$ cat config.mk
export PLATFORM = sky130hd
export DESIGN_NAME = exe_pipe_top
export DESIGN_NICKNAME = d
export VERILOG_FILES = /design/src/hw/rv_types_pkg.sv /design/src/hw/rv_pipe_pkg.sv /design/src/hw/id_exe_reg.sv /design/src/hw/rv_alu.sv /design/src/hw/exe_stage.sv /design/src/hw/wb_select_stage.sv /design/src/hw/exe_pipe_top.sv
export VERILOG_INCLUDE_DIRS = /design/src /design/src/hw
export SDC_FILE = /design/constraint.sdc
export NUM_CORES = 1
export LEC_CHECK = 0
export BUFFER_PORTS_ARGS = -buffer_cell sky130_fd_sc_hd__buf_2
export CORE_ASPECT_RATIO = 1.1
export CORE_MARGIN = 1
export CORE_UTILIZATION = 40
export CTS_CLUSTER_SIZE = 28
export DETAILED_ROUTE_END_ITERATION = 8
export PLACE_DENSITY = 0.66
export SLEW_MARGIN = 20
export SYNTH_ARGS = -nofsm -noshare
export SYNTH_HDL_FRONTEND = slang
export SYNTH_SLANG_ARGS = --single-unit
$ cat constraint.sdc
create_clock -name clk -period 9.38 [get_ports clk]
set_clock_uncertainty 0.15 [all_clocks]
set_input_delay 0 -clock clk [delete_from_list [all_inputs] [get_ports clk]]
set_output_delay 0 -clock clk [all_outputs]
set_load 0.005 [all_outputs]
$ cat src/hw/rv_exe_consts.svh
`ifndef RV_EXE_CONSTS_SVH
`define RV_EXE_CONSTS_SVH

// widths
`define RV_XLEN       32    // data and address width
`define RV_REG_IDX_W  5     // x0..x31
`define RV_ALU_OP_W   4

// ================================================
// alu op codes, arithmetic and logic first
// ================================================
`define RV_ALU_ADD    4'd0
`define RV_ALU_SUB    4'd1
`define RV_ALU_SLL    4'd2
`define RV_ALU_SLT    4'd3
`define RV_ALU_SLTU   4'd4
`define RV_ALU_XOR    4'd5
`define RV_ALU_SRL    4'd6
`define RV_ALU_SRA    4'd7
`define RV_ALU_OR     4'd8
`define RV_ALU_AND    4'd9
// branch compares, only drive cmp
`define RV_ALU_BEQ    4'd10
`define RV_ALU_BNE    4'd11
`define RV_ALU_BLT    4'd12
`define RV_ALU_BGE    4'd13
`define RV_ALU_BLTU   4'd14
`define RV_ALU_BGEU   4'd15

// writeback result source
`define RV_RES_ALU    2'd0
`define RV_RES_IMM    2'd1  // lui style
`define RV_RES_PC4    2'd2  // jal / jalr link value

`endif

$ cat src/hw/rv_types_pkg.sv
`default_nettype none

`include "rv_exe_consts.svh"

// scalar types shared by all stages
package rv_types_pkg;

    // ================================================
    // data path
    // ================================================
    typedef logic [`RV_XLEN-1:0] xlen_t;       // data word, also pc

    // ================================================
    // register file addressing
    // ================================================
    typedef logic [`RV_REG_IDX_W-1:0] reg_idx_t;  // rd / rs index

    // ================================================
    // control fields
    // ================================================
    typedef logic [`RV_ALU_OP_W-1:0] alu_op_t;    // one of RV_ALU_*
    typedef logic [1:0] res_src_t;                // one of RV_RES_*

endpackage

`default_nettype wire

$ cat src/hw/rv_pipe_pkg.sv
`default_nettype none

// structs handed from stage to stage
package rv_pipe_pkg;

    import rv_types_pkg::*;

    // decoded micro-op, id -> exe
    typedef struct packed {
        logic     valid;
        xlen_t    pc;
        xlen_t    rs1_val;      // operand a
        xlen_t    rs2_val;
        xlen_t    imm;          // sign extended already
        alu_op_t  alu_op;
        logic     use_imm;      // b = imm instead of rs2
        logic     is_branch;
        logic     is_jal;
        logic     is_jalr;
        logic     pred_taken;   // static prediction from fetch
        reg_idx_t rd;
        logic     reg_write;
        res_src_t res_src;
    } id_exe_t;

    // registered exe result, exe -> wb
    typedef struct packed {
        logic     valid;
        xlen_t    alu_result;
        xlen_t    imm;
        xlen_t    pc_plus4;
        reg_idx_t rd;
        logic     reg_write;
        res_src_t res_src;
    } exe_wb_t;

    // regfile write port
    typedef struct packed {
        logic     valid;
        logic     we;           // never set for x0
        reg_idx_t rd;
        xlen_t    data;
    } wb_t;

    // fetch redirect
    typedef struct packed {
        logic  valid;
        xlen_t pc;
    } redirect_t;

endpackage

`default_nettype wire

$ cat src/hw/id_exe_reg.sv
`default_nettype none

// id/exe pipeline register
// stall holds, flush and reset kill the entry
module id_exe_reg
    import rv_pipe_pkg::*;
(
    input  wire logic    clk,
    input  wire logic    reset_i,
    input  wire logic    stall_i,   // hold level
    input  wire logic    flush_i,   // kill level, wins over stall
    input  wire id_exe_t uop_i,
    output id_exe_t      uop_o
);

    // ================================================
    // state
    // ================================================
    logic    valid_q;       // control, reset
    id_exe_t payload_q;     // valid field here is ignored

    // ================================================
    // valid bit
    // ================================================
    always_ff @(posedge clk) begin
        if (reset_i || flush_i) begin
            valid_q <= 1'b0;            // flush checked before stall
        end else if (!stall_i) begin
            valid_q <= uop_i.valid;
        end
        // stalled, keep
    end

    // ================================================
    // payload
    // ================================================
    // payload regs have no reset
    always_ff @(posedge clk) begin
        if (!stall_i) begin
            payload_q <= uop_i;         // pc, operands, control fields
        end
    end

    // merge valid back into the struct
    always_comb begin
        uop_o       = payload_q;
        uop_o.valid = valid_q;
    end

endmodule

`default_nettype wire

$ cat src/hw/rv_alu.sv
`default_nettype none

`include "rv_exe_consts.svh"

// combinational alu
// arithmetic / logic ops drive result, branch compares drive cmp
module rv_alu
    import rv_types_pkg::*;
(
    input  wire xlen_t   a_i,
    input  wire xlen_t   b_i,
    input  wire alu_op_t op_i,
    output xlen_t        result_o,
    output logic         cmp_o      // branch condition true
);

    // ================================================
    // shared terms
    // ================================================
    logic [4:0] shamt;          // rv32, low five bits only
    logic       lt_s;           // signed a < b
    logic       lt_u;           // unsigned a < b
    logic       eq;

    assign shamt = b_i[4:0];
    assign lt_s  = $signed(a_i) < $signed(b_i);
    assign lt_u  = a_i < b_i;
    assign eq    = a_i == b_i;

    // ================================================
    // result
    // ================================================
    always_comb begin
        result_o = '0;  // compares leave it zero
        case (op_i)
            `RV_ALU_ADD:  result_o = a_i + b_i;
            `RV_ALU_SUB:  result_o = a_i - b_i;
            `RV_ALU_SLL:  result_o = a_i << shamt;
            `RV_ALU_SLT:  result_o = {{(`RV_XLEN-1){1'b0}}, lt_s};
            `RV_ALU_SLTU: result_o = {{(`RV_XLEN-1){1'b0}}, lt_u};
            `RV_ALU_XOR:  result_o = a_i ^ b_i;
            `RV_ALU_SRL:  result_o = a_i >> shamt;
            `RV_ALU_SRA:  result_o = xlen_t'($signed(a_i) >>> shamt);  // sign fill
            `RV_ALU_OR:   result_o = a_i | b_i;
            `RV_ALU_AND:  result_o = a_i & b_i;
            default:      result_o = '0;
        endcase
    end

    // ================================================
    // branch compare
    // ================================================
    always_comb begin
        cmp_o = 1'b0;   // arithmetic ops never take a branch
        case (op_i)
            `RV_ALU_BEQ:  cmp_o = eq;
            `RV_ALU_BNE:  cmp_o = !eq;
            `RV_ALU_BLT:  cmp_o = lt_s;
            `RV_ALU_BGE:  cmp_o = !lt_s;     // ge is not lt
            `RV_ALU_BLTU: cmp_o = lt_u;
            `RV_ALU_BGEU: cmp_o = !lt_u;
            default:      cmp_o = 1'b0;
        endcase
    end

endmodule

`default_nettype wire

$ cat src/hw/exe_stage.sv
`default_nettype none

`include "rv_exe_consts.svh"

// execute stage
// alu, branch resolution against the static prediction, ex/wb register
module exe_stage
    import rv_types_pkg::*;
    import rv_pipe_pkg::*;
(
    input  wire logic    clk,
    input  wire logic    reset_i,
    input  wire logic    stall_i,
    input  wire id_exe_t uop_i,
    output exe_wb_t      exe_o,
    output redirect_t    redirect_o     // comb and gated by stall
);

    // ================================================
    // operand select
    // ================================================
    xlen_t   alu_a;
    xlen_t   alu_b;
    alu_op_t alu_op;
    xlen_t   alu_result;
    logic    alu_cmp;

    assign alu_a = uop_i.rs1_val;

    always_comb begin
        if (uop_i.is_branch) begin
            alu_b  = uop_i.rs2_val;     // compare rs1 against rs2
            alu_op = uop_i.alu_op;
        end else if (uop_i.is_jalr) begin
            alu_b  = uop_i.imm;         // jalr target sum rs1 + imm
            alu_op = `RV_ALU_ADD;
        end else begin
            alu_b  = uop_i.use_imm ? uop_i.imm : uop_i.rs2_val;
            alu_op = uop_i.alu_op;
        end
    end

    rv_alu i_alu (
        .a_i      (alu_a),
        .b_i      (alu_b),
        .op_i     (alu_op),
        .result_o (alu_result),
        .cmp_o    (alu_cmp)
    );

    // ================================================
    // branch resolution
    // ================================================
    xlen_t pc_plus4;
    xlen_t pc_plus_imm;
    xlen_t jalr_target;
    logic  actual_taken;
    logic  mispredict;

    assign pc_plus4    = uop_i.pc + xlen_t'(4);
    assign pc_plus_imm = uop_i.pc + uop_i.imm;                          // branch / jal
    assign jalr_target = {alu_result[`RV_XLEN-1:1], 1'b0};              // lsb cleared

    assign actual_taken = uop_i.is_jal || uop_i.is_jalr ||
                          (uop_i.is_branch && alu_cmp);
    assign mispredict   = actual_taken != uop_i.pred_taken;

    // jalr target is never known upstream so it always redirects
    assign redirect_o.valid = uop_i.valid && (mispredict || uop_i.is_jalr) && !stall_i;

    always_comb begin
        if (uop_i.is_jalr) begin
            redirect_o.pc = jalr_target;
        end else if (actual_taken) begin
            redirect_o.pc = pc_plus_imm;
        end else begin
            redirect_o.pc = pc_plus4;   // predicted taken but fell through
        end
    end

    // ================================================
    // ex/wb register
    // ================================================
    exe_wb_t exe_q;

    always_ff @(posedge clk) begin
        if (reset_i) begin
            exe_q.valid <= 1'b0;
        end else if (!stall_i) begin
            exe_q.valid <= uop_i.valid;
        end
        if (!stall_i) begin
            exe_q.alu_result <= alu_result;
            exe_q.imm        <= uop_i.imm;
            exe_q.pc_plus4   <= pc_plus4;       // link value for jal / jalr
            exe_q.rd         <= uop_i.rd;
            exe_q.reg_write  <= uop_i.reg_write;
            exe_q.res_src    <= uop_i.res_src;
        end
    end

    assign exe_o = exe_q;

endmodule

`default_nettype wire

$ cat src/hw/wb_select_stage.sv
`default_nettype none

`include "rv_exe_consts.svh"

// writeback select, picks regfile data and masks x0 writes
module wb_select_stage
    import rv_types_pkg::*;
    import rv_pipe_pkg::*;
(
    input  wire logic    clk,
    input  wire logic    reset_i,
    input  wire logic    stall_i,
    input  wire exe_wb_t exe_i,
    output wb_t          wb_o
);

    // ================================================
    // data mux and write enable
    // ================================================
    xlen_t wb_data;
    logic  wb_we;

    always_comb begin
        case (exe_i.res_src)
            `RV_RES_IMM: wb_data = exe_i.imm;
            `RV_RES_PC4: wb_data = exe_i.pc_plus4;
            default:     wb_data = exe_i.alu_result;   // RV_RES_ALU
        endcase
    end

    assign wb_we = exe_i.valid && exe_i.reg_write && (exe_i.rd != '0);  // x0 stays zero

    // ================================================
    // output register
    // ================================================
    always_ff @(posedge clk) begin
        if (reset_i) begin
            wb_o.valid <= 1'b0;
            wb_o.we    <= 1'b0;
        end else if (!stall_i) begin
            wb_o.valid <= exe_i.valid;
            wb_o.we    <= wb_we;
        end
    end

    always_ff @(posedge clk) begin
        if (!stall_i) begin
            wb_o.rd   <= exe_i.rd;
            wb_o.data <= wb_data;
        end
    end

endmodule

`default_nettype wire

$ cat src/hw/exe_pipe_top.sv
`default_nettype none

// execute pipe top
// id/exe reg -> exe stage -> wb select
module exe_pipe_top
    import rv_pipe_pkg::*;
(
    input  wire logic    clk,
    input  wire logic    reset_i,
    input  wire logic    stall_i,    // global hold
    input  wire logic    flush_i,    // kills id/exe entry only
    input  wire id_exe_t uop_i,      // from decoder
    output wb_t          wb_o,       // to regfile
    output redirect_t    redirect_o  // to fetch
);

    // ================================================
    // stage links
    // ================================================
    id_exe_t exe_uop;       // id/exe reg -> exe
    exe_wb_t exe_wb;        // exe -> wb

    id_exe_reg i_id_exe_reg (
        .clk     (clk),
        .reset_i (reset_i),
        .stall_i (stall_i),
        .flush_i (flush_i),
        .uop_i   (uop_i),
        .uop_o   (exe_uop)
    );

    exe_stage i_exe_stage (
        .clk        (clk),
        .reset_i    (reset_i),
        .stall_i    (stall_i),
        .uop_i      (exe_uop),
        .exe_o      (exe_wb),
        .redirect_o (redirect_o)
    );

    wb_select_stage i_wb_select_stage (
        .clk     (clk),
        .reset_i (reset_i),
        .stall_i (stall_i),
        .exe_i   (exe_wb),
        .wb_o    (wb_o)
    );

endmodule

`default_nettype wire

==> flow_summary.ini, run 1 <==
[sta]
hold_viol_final = 0
grt_setup_unrepaired = no
finalCriticalPeriod_ns = 7.15
max_slew_margin_pct = 29.1
fmax_ghz = 0.140
worstMarginPinSlew_ns = 1.05
setup_violations = 0
finalMaxSlewViolations = 0
post-route-period-util_pct = 76.3
fin_setup_tns_ns = 0
fin_ws_ns = 2.23

[job]
drv_cap = 0

[detailed_routing]
via_per_inst = 6.36
drcViolationCount = 0
wl_um = 89900
route.antenna.remaining_nets = 0
num_vias = 20900
wl_per_cell_um = 27.3
drtIter0Drc = 2456
drt_first_pass_iters = 6

[grt]
grtUsageMet1_pct = 40.1
antenna_found_initial = 0
busiest_layer = met2
grt_overflow = 0
grt_max_degree = 170
use_met3_pct = 5.05
grt_pass1_wl_um = 131000
gr-usage-met2_pct = 52.5
grtUsageTotal_pct = 32.2
grt_pass1_vias = 20100

[power_and_ir_drop]
power_density_nw_per_um2 = 181
peakVddDrop_mv = 0.151
power_mw = 4.84
p_leak_nw = 10.7

[logic_synthesis]
syn-cell-area_um2 = 21500
synth.area.mux_share_pct = 10.1
synthAdderAreaFrac_pct = 7.91
netlist_instances = 2186
synth-seq-area-share_pct = 40.4
synth-compound-area-share_pct = 21.8
synthXorXnorAreaFrac_pct = 2.65
synth_edf_count = 286
synth_warnings = 0
synthSimpleGateAreaFrac_pct = 12.4
synth_area_per_cell_um2 = 9.82
synth_top_family_by_area = compound AO/OA/AOI/OAI gates
synth_cell_types = 81
synth-async-reset-ratio_pct = 0
synthFlopType = edfxtp_1
syn_nets = 2470
ys_ff_latch = 290

[clock_tree]
cts_tree = built
numCtsBuffers = 34
cts.clk_slew.worst_paths_ns = 0.06
cts.path.max_buffers = 3
cts_root_buffer = clkbuf_16
clock_sinks = 290
cts_resized = 0
clk_latency_ns = 0.57
cts.htree.levels = 2

[setup_path]
reg2reg_slack_ns = 2.85
r2r.worst_path.cells = 18
crit_start = i_id_exe_reg.uop_o[9]$_DFFE_PN_
cp_max_fo = 47
worstSetupPathType = reg2out
r2r-start = i_id_exe_reg.uop_o[9]$_DFFE_PN_
cp-end-kind = primary output
crit_required_ns = 9.23
cp-start-kind = flip-flop
arrival_ns = 7.00
rr_endpoint = i_exe_stage.exe_o[90]$_DFFE_PN_

[min_path]
worstHoldEndpoint = i_id_exe_reg.uop_o[28]$_DFFE_PN_
min_from = uop_i[28]
min_path_cells = 2
hold_path_class = in2reg

[floorplanning]
fp.dieH_um = 245
dieWidth_um = 223
num_io_pins = 222
dieArea_um2 = 54600
coreArea_um2 = 52700
start_util_pct = 40.7
num_rows = 88

[final_layout]
utilization_pct = 50.7
seq_area_um2 = 8670
fin_cells = 3289
nets = 2870
syn_to_final_growth_pct = 24.4
drive_gt1_share_pct = 15.1
n_fill_cell = 4653
multiInputGateArea_um2 = 11800

[placement]
dpl.cell_count = 2986
dp_slack_ns = 2.92
port-buffer-count = 221
dp_hpwl_um = 64000
gp_congestion = 1.02

[outcome]
status = completed
## layout make-up
| type | instances | share of cell area, % |
|---|---|---|
| Multi-Input combinational cell | 1647 | 44.3 |
| Sequential cell | 290 | 32.4 |
| Timing Repair Buffer | 500 | 14.3 |
| Clock buffer | 46 | 3.55 |
| Tap cell | 675 | 3.16 |
| Inverter | 113 | 1.62 |
| Clock inverter | 16 | 0.642 |
| Antenna cell | 2 | 0.0187 |
## worst max-delay path by stage
stage	to	depth (start not counted)
2_1_floorplan	i_wb_select_stage.wb_o[37]$_SDFFE_PP0N_	3
3_3_place_gp	redirect_o[18]	20
3_5_place_dp	redirect_o[18]	20
4_1_cts	redirect_o[18]	20
5_1_grt	redirect_o[18]	20
6_report	redirect_o[18]	20
## sequential cells by signal (all words and copies together) (netlist names)
name	flops
i_id_exe_reg.uop_o	145
i_exe_stage.exe_o	105
i_wb_select_stage.wb_o	39
i_id_exe_reg.valid_q	1
## critical path: stages, from the launching register on
cell,delay (ns)
edfxtp_1,0.35
buf_4,0.28
o21bai_4,0.39
buf_4,0.32
mux2i_4,0.29
buf_4,0.43
inv_2,0.07
buf_4,0.34
ha_1,0.36
fa_1,0.48
a211oi_1,0.27
o21bai_1,0.18
o2111ai_1,0.48
a211oi_1,0.18
o21ai_0,0.52
a21oi_1,0.21
nand2_1,0.12
a21oi_1,0.05
o31ai_1,0.72
a221o_1,0.27
buf_2,0.11
## synth_stat cells (8+ instances only)
library cell | number | area [um^2]
mux2_2 | 12 | 135
a32oi_1 | 8 | 70.1
o21a_1 | 13 | 97.6
a22oi_1 | 47 | 353
buf_4 | 11 | 82.6
nor2_1 | 188 | 706
nor3_1 | 42 | 210
nand4_1 | 21 | 131
nor4_1 | 8 | 50.1
o221ai_1 | 17 | 149
and2_1 | 9 | 56.3
a221o_1 | 28 | 280
clkbuf_1 | 81 | 304
a211oi_1 | 29 | 218
edfxtp_1 | 286 | 8590
a211o_1 | 12 | 105
o21ai_0 | 152 | 761
xnor2_1 | 47 | 412
a31oi_1 | 30 | 188
or3_1 | 12 | 75.1
xor2_1 | 18 | 158
nand2b_1 | 15 | 93.8
o22ai_1 | 10 | 62.6
or4_1 | 8 | 60.1
o2111ai_1 | 10 | 87.6
a21o_1 | 29 | 218
ha_1 | 131 | 1640
mux4_2 | 36 | 811
a221oi_1 | 28 | 245
a21oi_1 | 142 | 711
inv_1 | 108 | 405
o21bai_1 | 15 | 113
o31ai_1 | 14 | 105
o211ai_1 | 33 | 248
buf_2 | 27 | 135
buf_1 | 13 | 48.8
nand3_1 | 39 | 195
nand2_1 | 206 | 773
nor2b_1 | 12 | 75.1
mux2i_1 | 119 | 1190
and3_1 | 15 | 93.8
## logic make-up after synthesis
kind of cell / Yosys count
compound gates: 687
xor+xnor: 65
fa+ha+maj: 134
buf+inv: 249
flops: 290
mux: 168
simple gates: 593
## metrics by stage
step | hold slack [ns] | area [um^2]
detailed placement | 0.0256 | 23200
global route | 0.00336 | 26700
CTS | 0.000207 | 26700
finish | 0.0118 | 26700
floorplan | -0.0809 | 21500
global placement | 0.0166 | 23200
## routing by layer
layer	up-vias	wire length, um	share of wire (%)
li1	9155	-	-
met1	10200	34500	38
met2	1237	42200	47
met3	282	7300	8.1
met4	0	6020	6.7
met5	-	0	0
## power by group
group	switching [mW]	total (mW)	internal [mW]
clock network	0.570	1.34	0.774
registers	0.105	1.69	1.58
logic	1.14	1.81	0.671
total	1.81	4.84	3.03
## cell usage in the layout, fill, tap and decap left out, drive strengths merged, types with 15 or more instances in the layout
cell type	instances
edfxtp	286
buf	261
dlygate4sd3	239
nand2	206
nor2	189
o21ai	153
a21oi	142
ha	131
mux2i	120
inv	111
a22oi	47
xnor2	47
clkbuf	46
nor3	42
nand3	39
mux4	36
o211ai	33
a31oi	31
a211oi	29
a21o	29
a221oi	28
a221o	28
nand4	21
xor2	18
o221ai	17
o21bai	16
nand2b	15
and3	15
## what timing repair did
item                      in CTS  in global routing
buffers inserted               0                  0
hold endpoints to repair     149                  0
hold buffers                 239                  0
No activity file was read; power rests on OpenSTA's default activity.
==> inputs of run 2 (changes only) <==
ABC_AREA = 1   (was not set)
PLACE_DENSITY = 0.68   (was 0.66)
clock period = 6.1 ns   (was 9.38 ns; I/O delays follow)
==> run 2 against run 1 <==
Clock power up 43%. Non-clock buffer count up 29. Via count up 15%. Utilization down 0.13 points. Global-route usage up 2.1 points. Count of clock-buffer cells in the layout down 6. Routed wire length up 11%. Critical endpoint is now redirect_o[31].
==> flow_summary.ini, run 2 <==
[setup_path]
crit_required_ns = 5.95
arrival_ns = 5.32
r2r.worst_path.cells = 21
r2r-start = i_id_exe_reg.uop_o[11]$_DFFE_PN_
cp-start-kind = flip-flop
worstSetupPathType = reg2out
crit_start = i_id_exe_reg.uop_o[11]$_DFFE_PN_
cp_max_fo = 35
cp-end-kind = primary output

[sta]
setup_violations = 0
fin_ws_ns = 0.634
fmax_ghz = 0.183
worstMarginPinSlew_ns = 1.06
hold_viol_final = 0
post-route-period-util_pct = 89.6
grt_setup_unrepaired = no
fin_setup_tns_ns = 0
finalMaxSlewViolations = 0
max_slew_margin_pct = 29.5
finalCriticalPeriod_ns = 5.47

[grt]
use_met3_pct = 4.19
grt_overflow = 0
grt_pass1_vias = 22700
gr-usage-met2_pct = 53.6
antenna_found_initial = 9
grtUsageTotal_pct = 34.3
busiest_layer = met2
grt_pass1_wl_um = 144000
grtUsageMet1_pct = 47.0
grt_max_degree = 162

[final_layout]
mostFrequentLayoutCell = nand2_1
fin_cells = 4181
design_area_um2 = 27800
drive_gt1_share_pct = 11.7
nets = 3701
utilization_pct = 50.5
final_cell_mix = nand2_1, nand3_1, edfxtp_1
syn_to_final_growth_pct = 24.3
largest_reg_flops = 145

[min_path]
hold_path_class = in2reg
min_path_cells = 2
min_from = uop_i[130]

[logic_synthesis]
synth_top_cell_by_area = edfxtp_1
synth_warnings = 0
ys_ff_latch = 290
synthFlopType = edfxtp_1
synth_cell_types = 54
netlist_instances = 2980
synth.most_common_cell = nand2_1
netlist_top_cells_count = nand2_1, nand3_1, edfxtp_1, inv_1, nor2_1
synth-async-reset-ratio_pct = 0
yosys.area.top_type_share_pct = 38.4
synth-seq-area-share_pct = 38.7
synthTopCellsByArea = edfxtp_1, nand2_1, nand3_1, ha_1, a21oi_1
syn-cell-area_um2 = 22400
syn_nets = 3264
synth_area_per_cell_um2 = 7.51
synth_edf_count = 286

[clock_tree]
clock_sinks = 290
cts_root_buffer = clkbuf_16
numCtsBuffers = 30
clk_latency_ns = 0.60
cts.htree.levels = 1
cts.clk_slew.worst_paths_ns = 0.07
cts-hold-fix-buffers = 279
post_cts_buffers = 0
cts_resized = 0
cts_tree = built
cts.path.max_buffers = 3

[detailed_routing]
num_vias = 24100
drcViolationCount = 0
drt_first_pass_iters = 8
via_per_inst = 5.77
drtIter0Drc = 3471
route.antenna.remaining_nets = 0
wl_um = 99800
wl_per_cell_um = 23.9

[placement]
dp_slack_ns = 1.36
dp_hpwl_um = 74400
port-buffer-count = 221
gp_congestion = 1.05
dpl_cell_area_um2 = 24000
dpl.cell_count = 3841

[floorplanning]
fp.dieH_um = 250
coreArea_um2 = 55100
dieWidth_um = 228
start_util_pct = 40.7
num_rows = 90
num_io_pins = 222
dieArea_um2 = 56900

[power_and_ir_drop]
peakVddDrop_mv = 0.285
p_leak_nw = 12.4
power_density_nw_per_um2 = 270

[job]
drv_cap = 0

[outcome]
status = completed
-- run 2: cell count changes after synthesis, sizes merged, moves of 32 or more --
cell and change:
a21oi +87, mux2i -120, nand2 +577, nor2 +64
inv +197, a22oi -47, nand3 +341, mux4 -36
buf +41, clkbuf -53, xnor2 -32
-- run 2: area by class of cell --
cell class                 instances  area, um^2
clock buffer                      40         840
timing repair buffer             529        4130
multi-input combinational       2258       11900
sequential                       290        8670
inverter                         308        1160
fill                            5311       27200
tap                              736         921
clock inverter                    16         168
antenna                            4        10.0
-- run 2: per-layer routing --
metal,up-vias,wire length [um]
li1,11000,-
met1,11400,40900
met2,1465,44200
met3,291,8960
met4,6,5660
met5,-,34
-- run 2: stage by stage --
stage | hold slack [ns] | total power, mW
6_report | 0.000169 | 7.51
5_1_grt | -0.0000992 | 7.82
4_1_cts | 0.000278 | 7.39
3_5_place_dp | 0.0192 | 5.36
3_3_place_gp | 0.0180 | 5.38
2_1_floorplan | -0.0809 | 4.37
-- run 2: worst paths after layout --
path | endpoint | slack [ns]
setup / recovery | redirect_o[31] | 0.63
setup reg to reg | i_exe_stage.exe_o[102]$_DFFE_PN_ | 1.44
hold / removal | i_id_exe_reg.uop_o[130]$_DFFE_PN_ | 0.0002
hold reg to reg | i_exe_stage.exe_o[1]$_DFFE_PN_ | 0.27
-- run 2: worst max-delay path, stage by stage (launching register included) --
cell and delay, ns:
edfxtp_1 0.45, inv_2 0.12, nand2_1 0.09, nand2_4 0.38
o21ai_0 0.32, ha_1 0.57, inv_1 0.18, nand2_1 0.09
nand2_1 0.11, nand2_1 0.11, nand2_1 0.06, nand2_1 0.06
nand2_1 0.13, a21oi_4 0.25, nand3_1 0.14, nand3b_1 0.10
nand4_1 0.09, nand2_2 0.42, nand2_4 0.40, nand2_1 0.17
nand3_1 0.13, nand2_1 0.16, buf_2 0.13
-- run 2: cell families (layout without fill, tap and decap cells) --
family	after synthesis	count (layout)	synth area share (%)
flip-flops	290	290	38.7
buffers and inverters	432	893	8.19
other	0	4	0
AO/OA/AOI/OAI	522	522	13.1
adder cells (fa/ha/maj)	134	134	7.59
AND/OR/NAND/NOR	1546	1546	30.2
XOR/XNOR	56	56	2.19
-- run 2: where the power goes --
part / total [mW] / internal (mW) / switching [mW] / leakage (nW)
registers: 2.58 / 2.43 / 0.155 / 2.85
logic: 3.01 / 0.939 / 2.07 / 9.11
clock network: 1.92 / 1.09 / 0.823 / 0.488
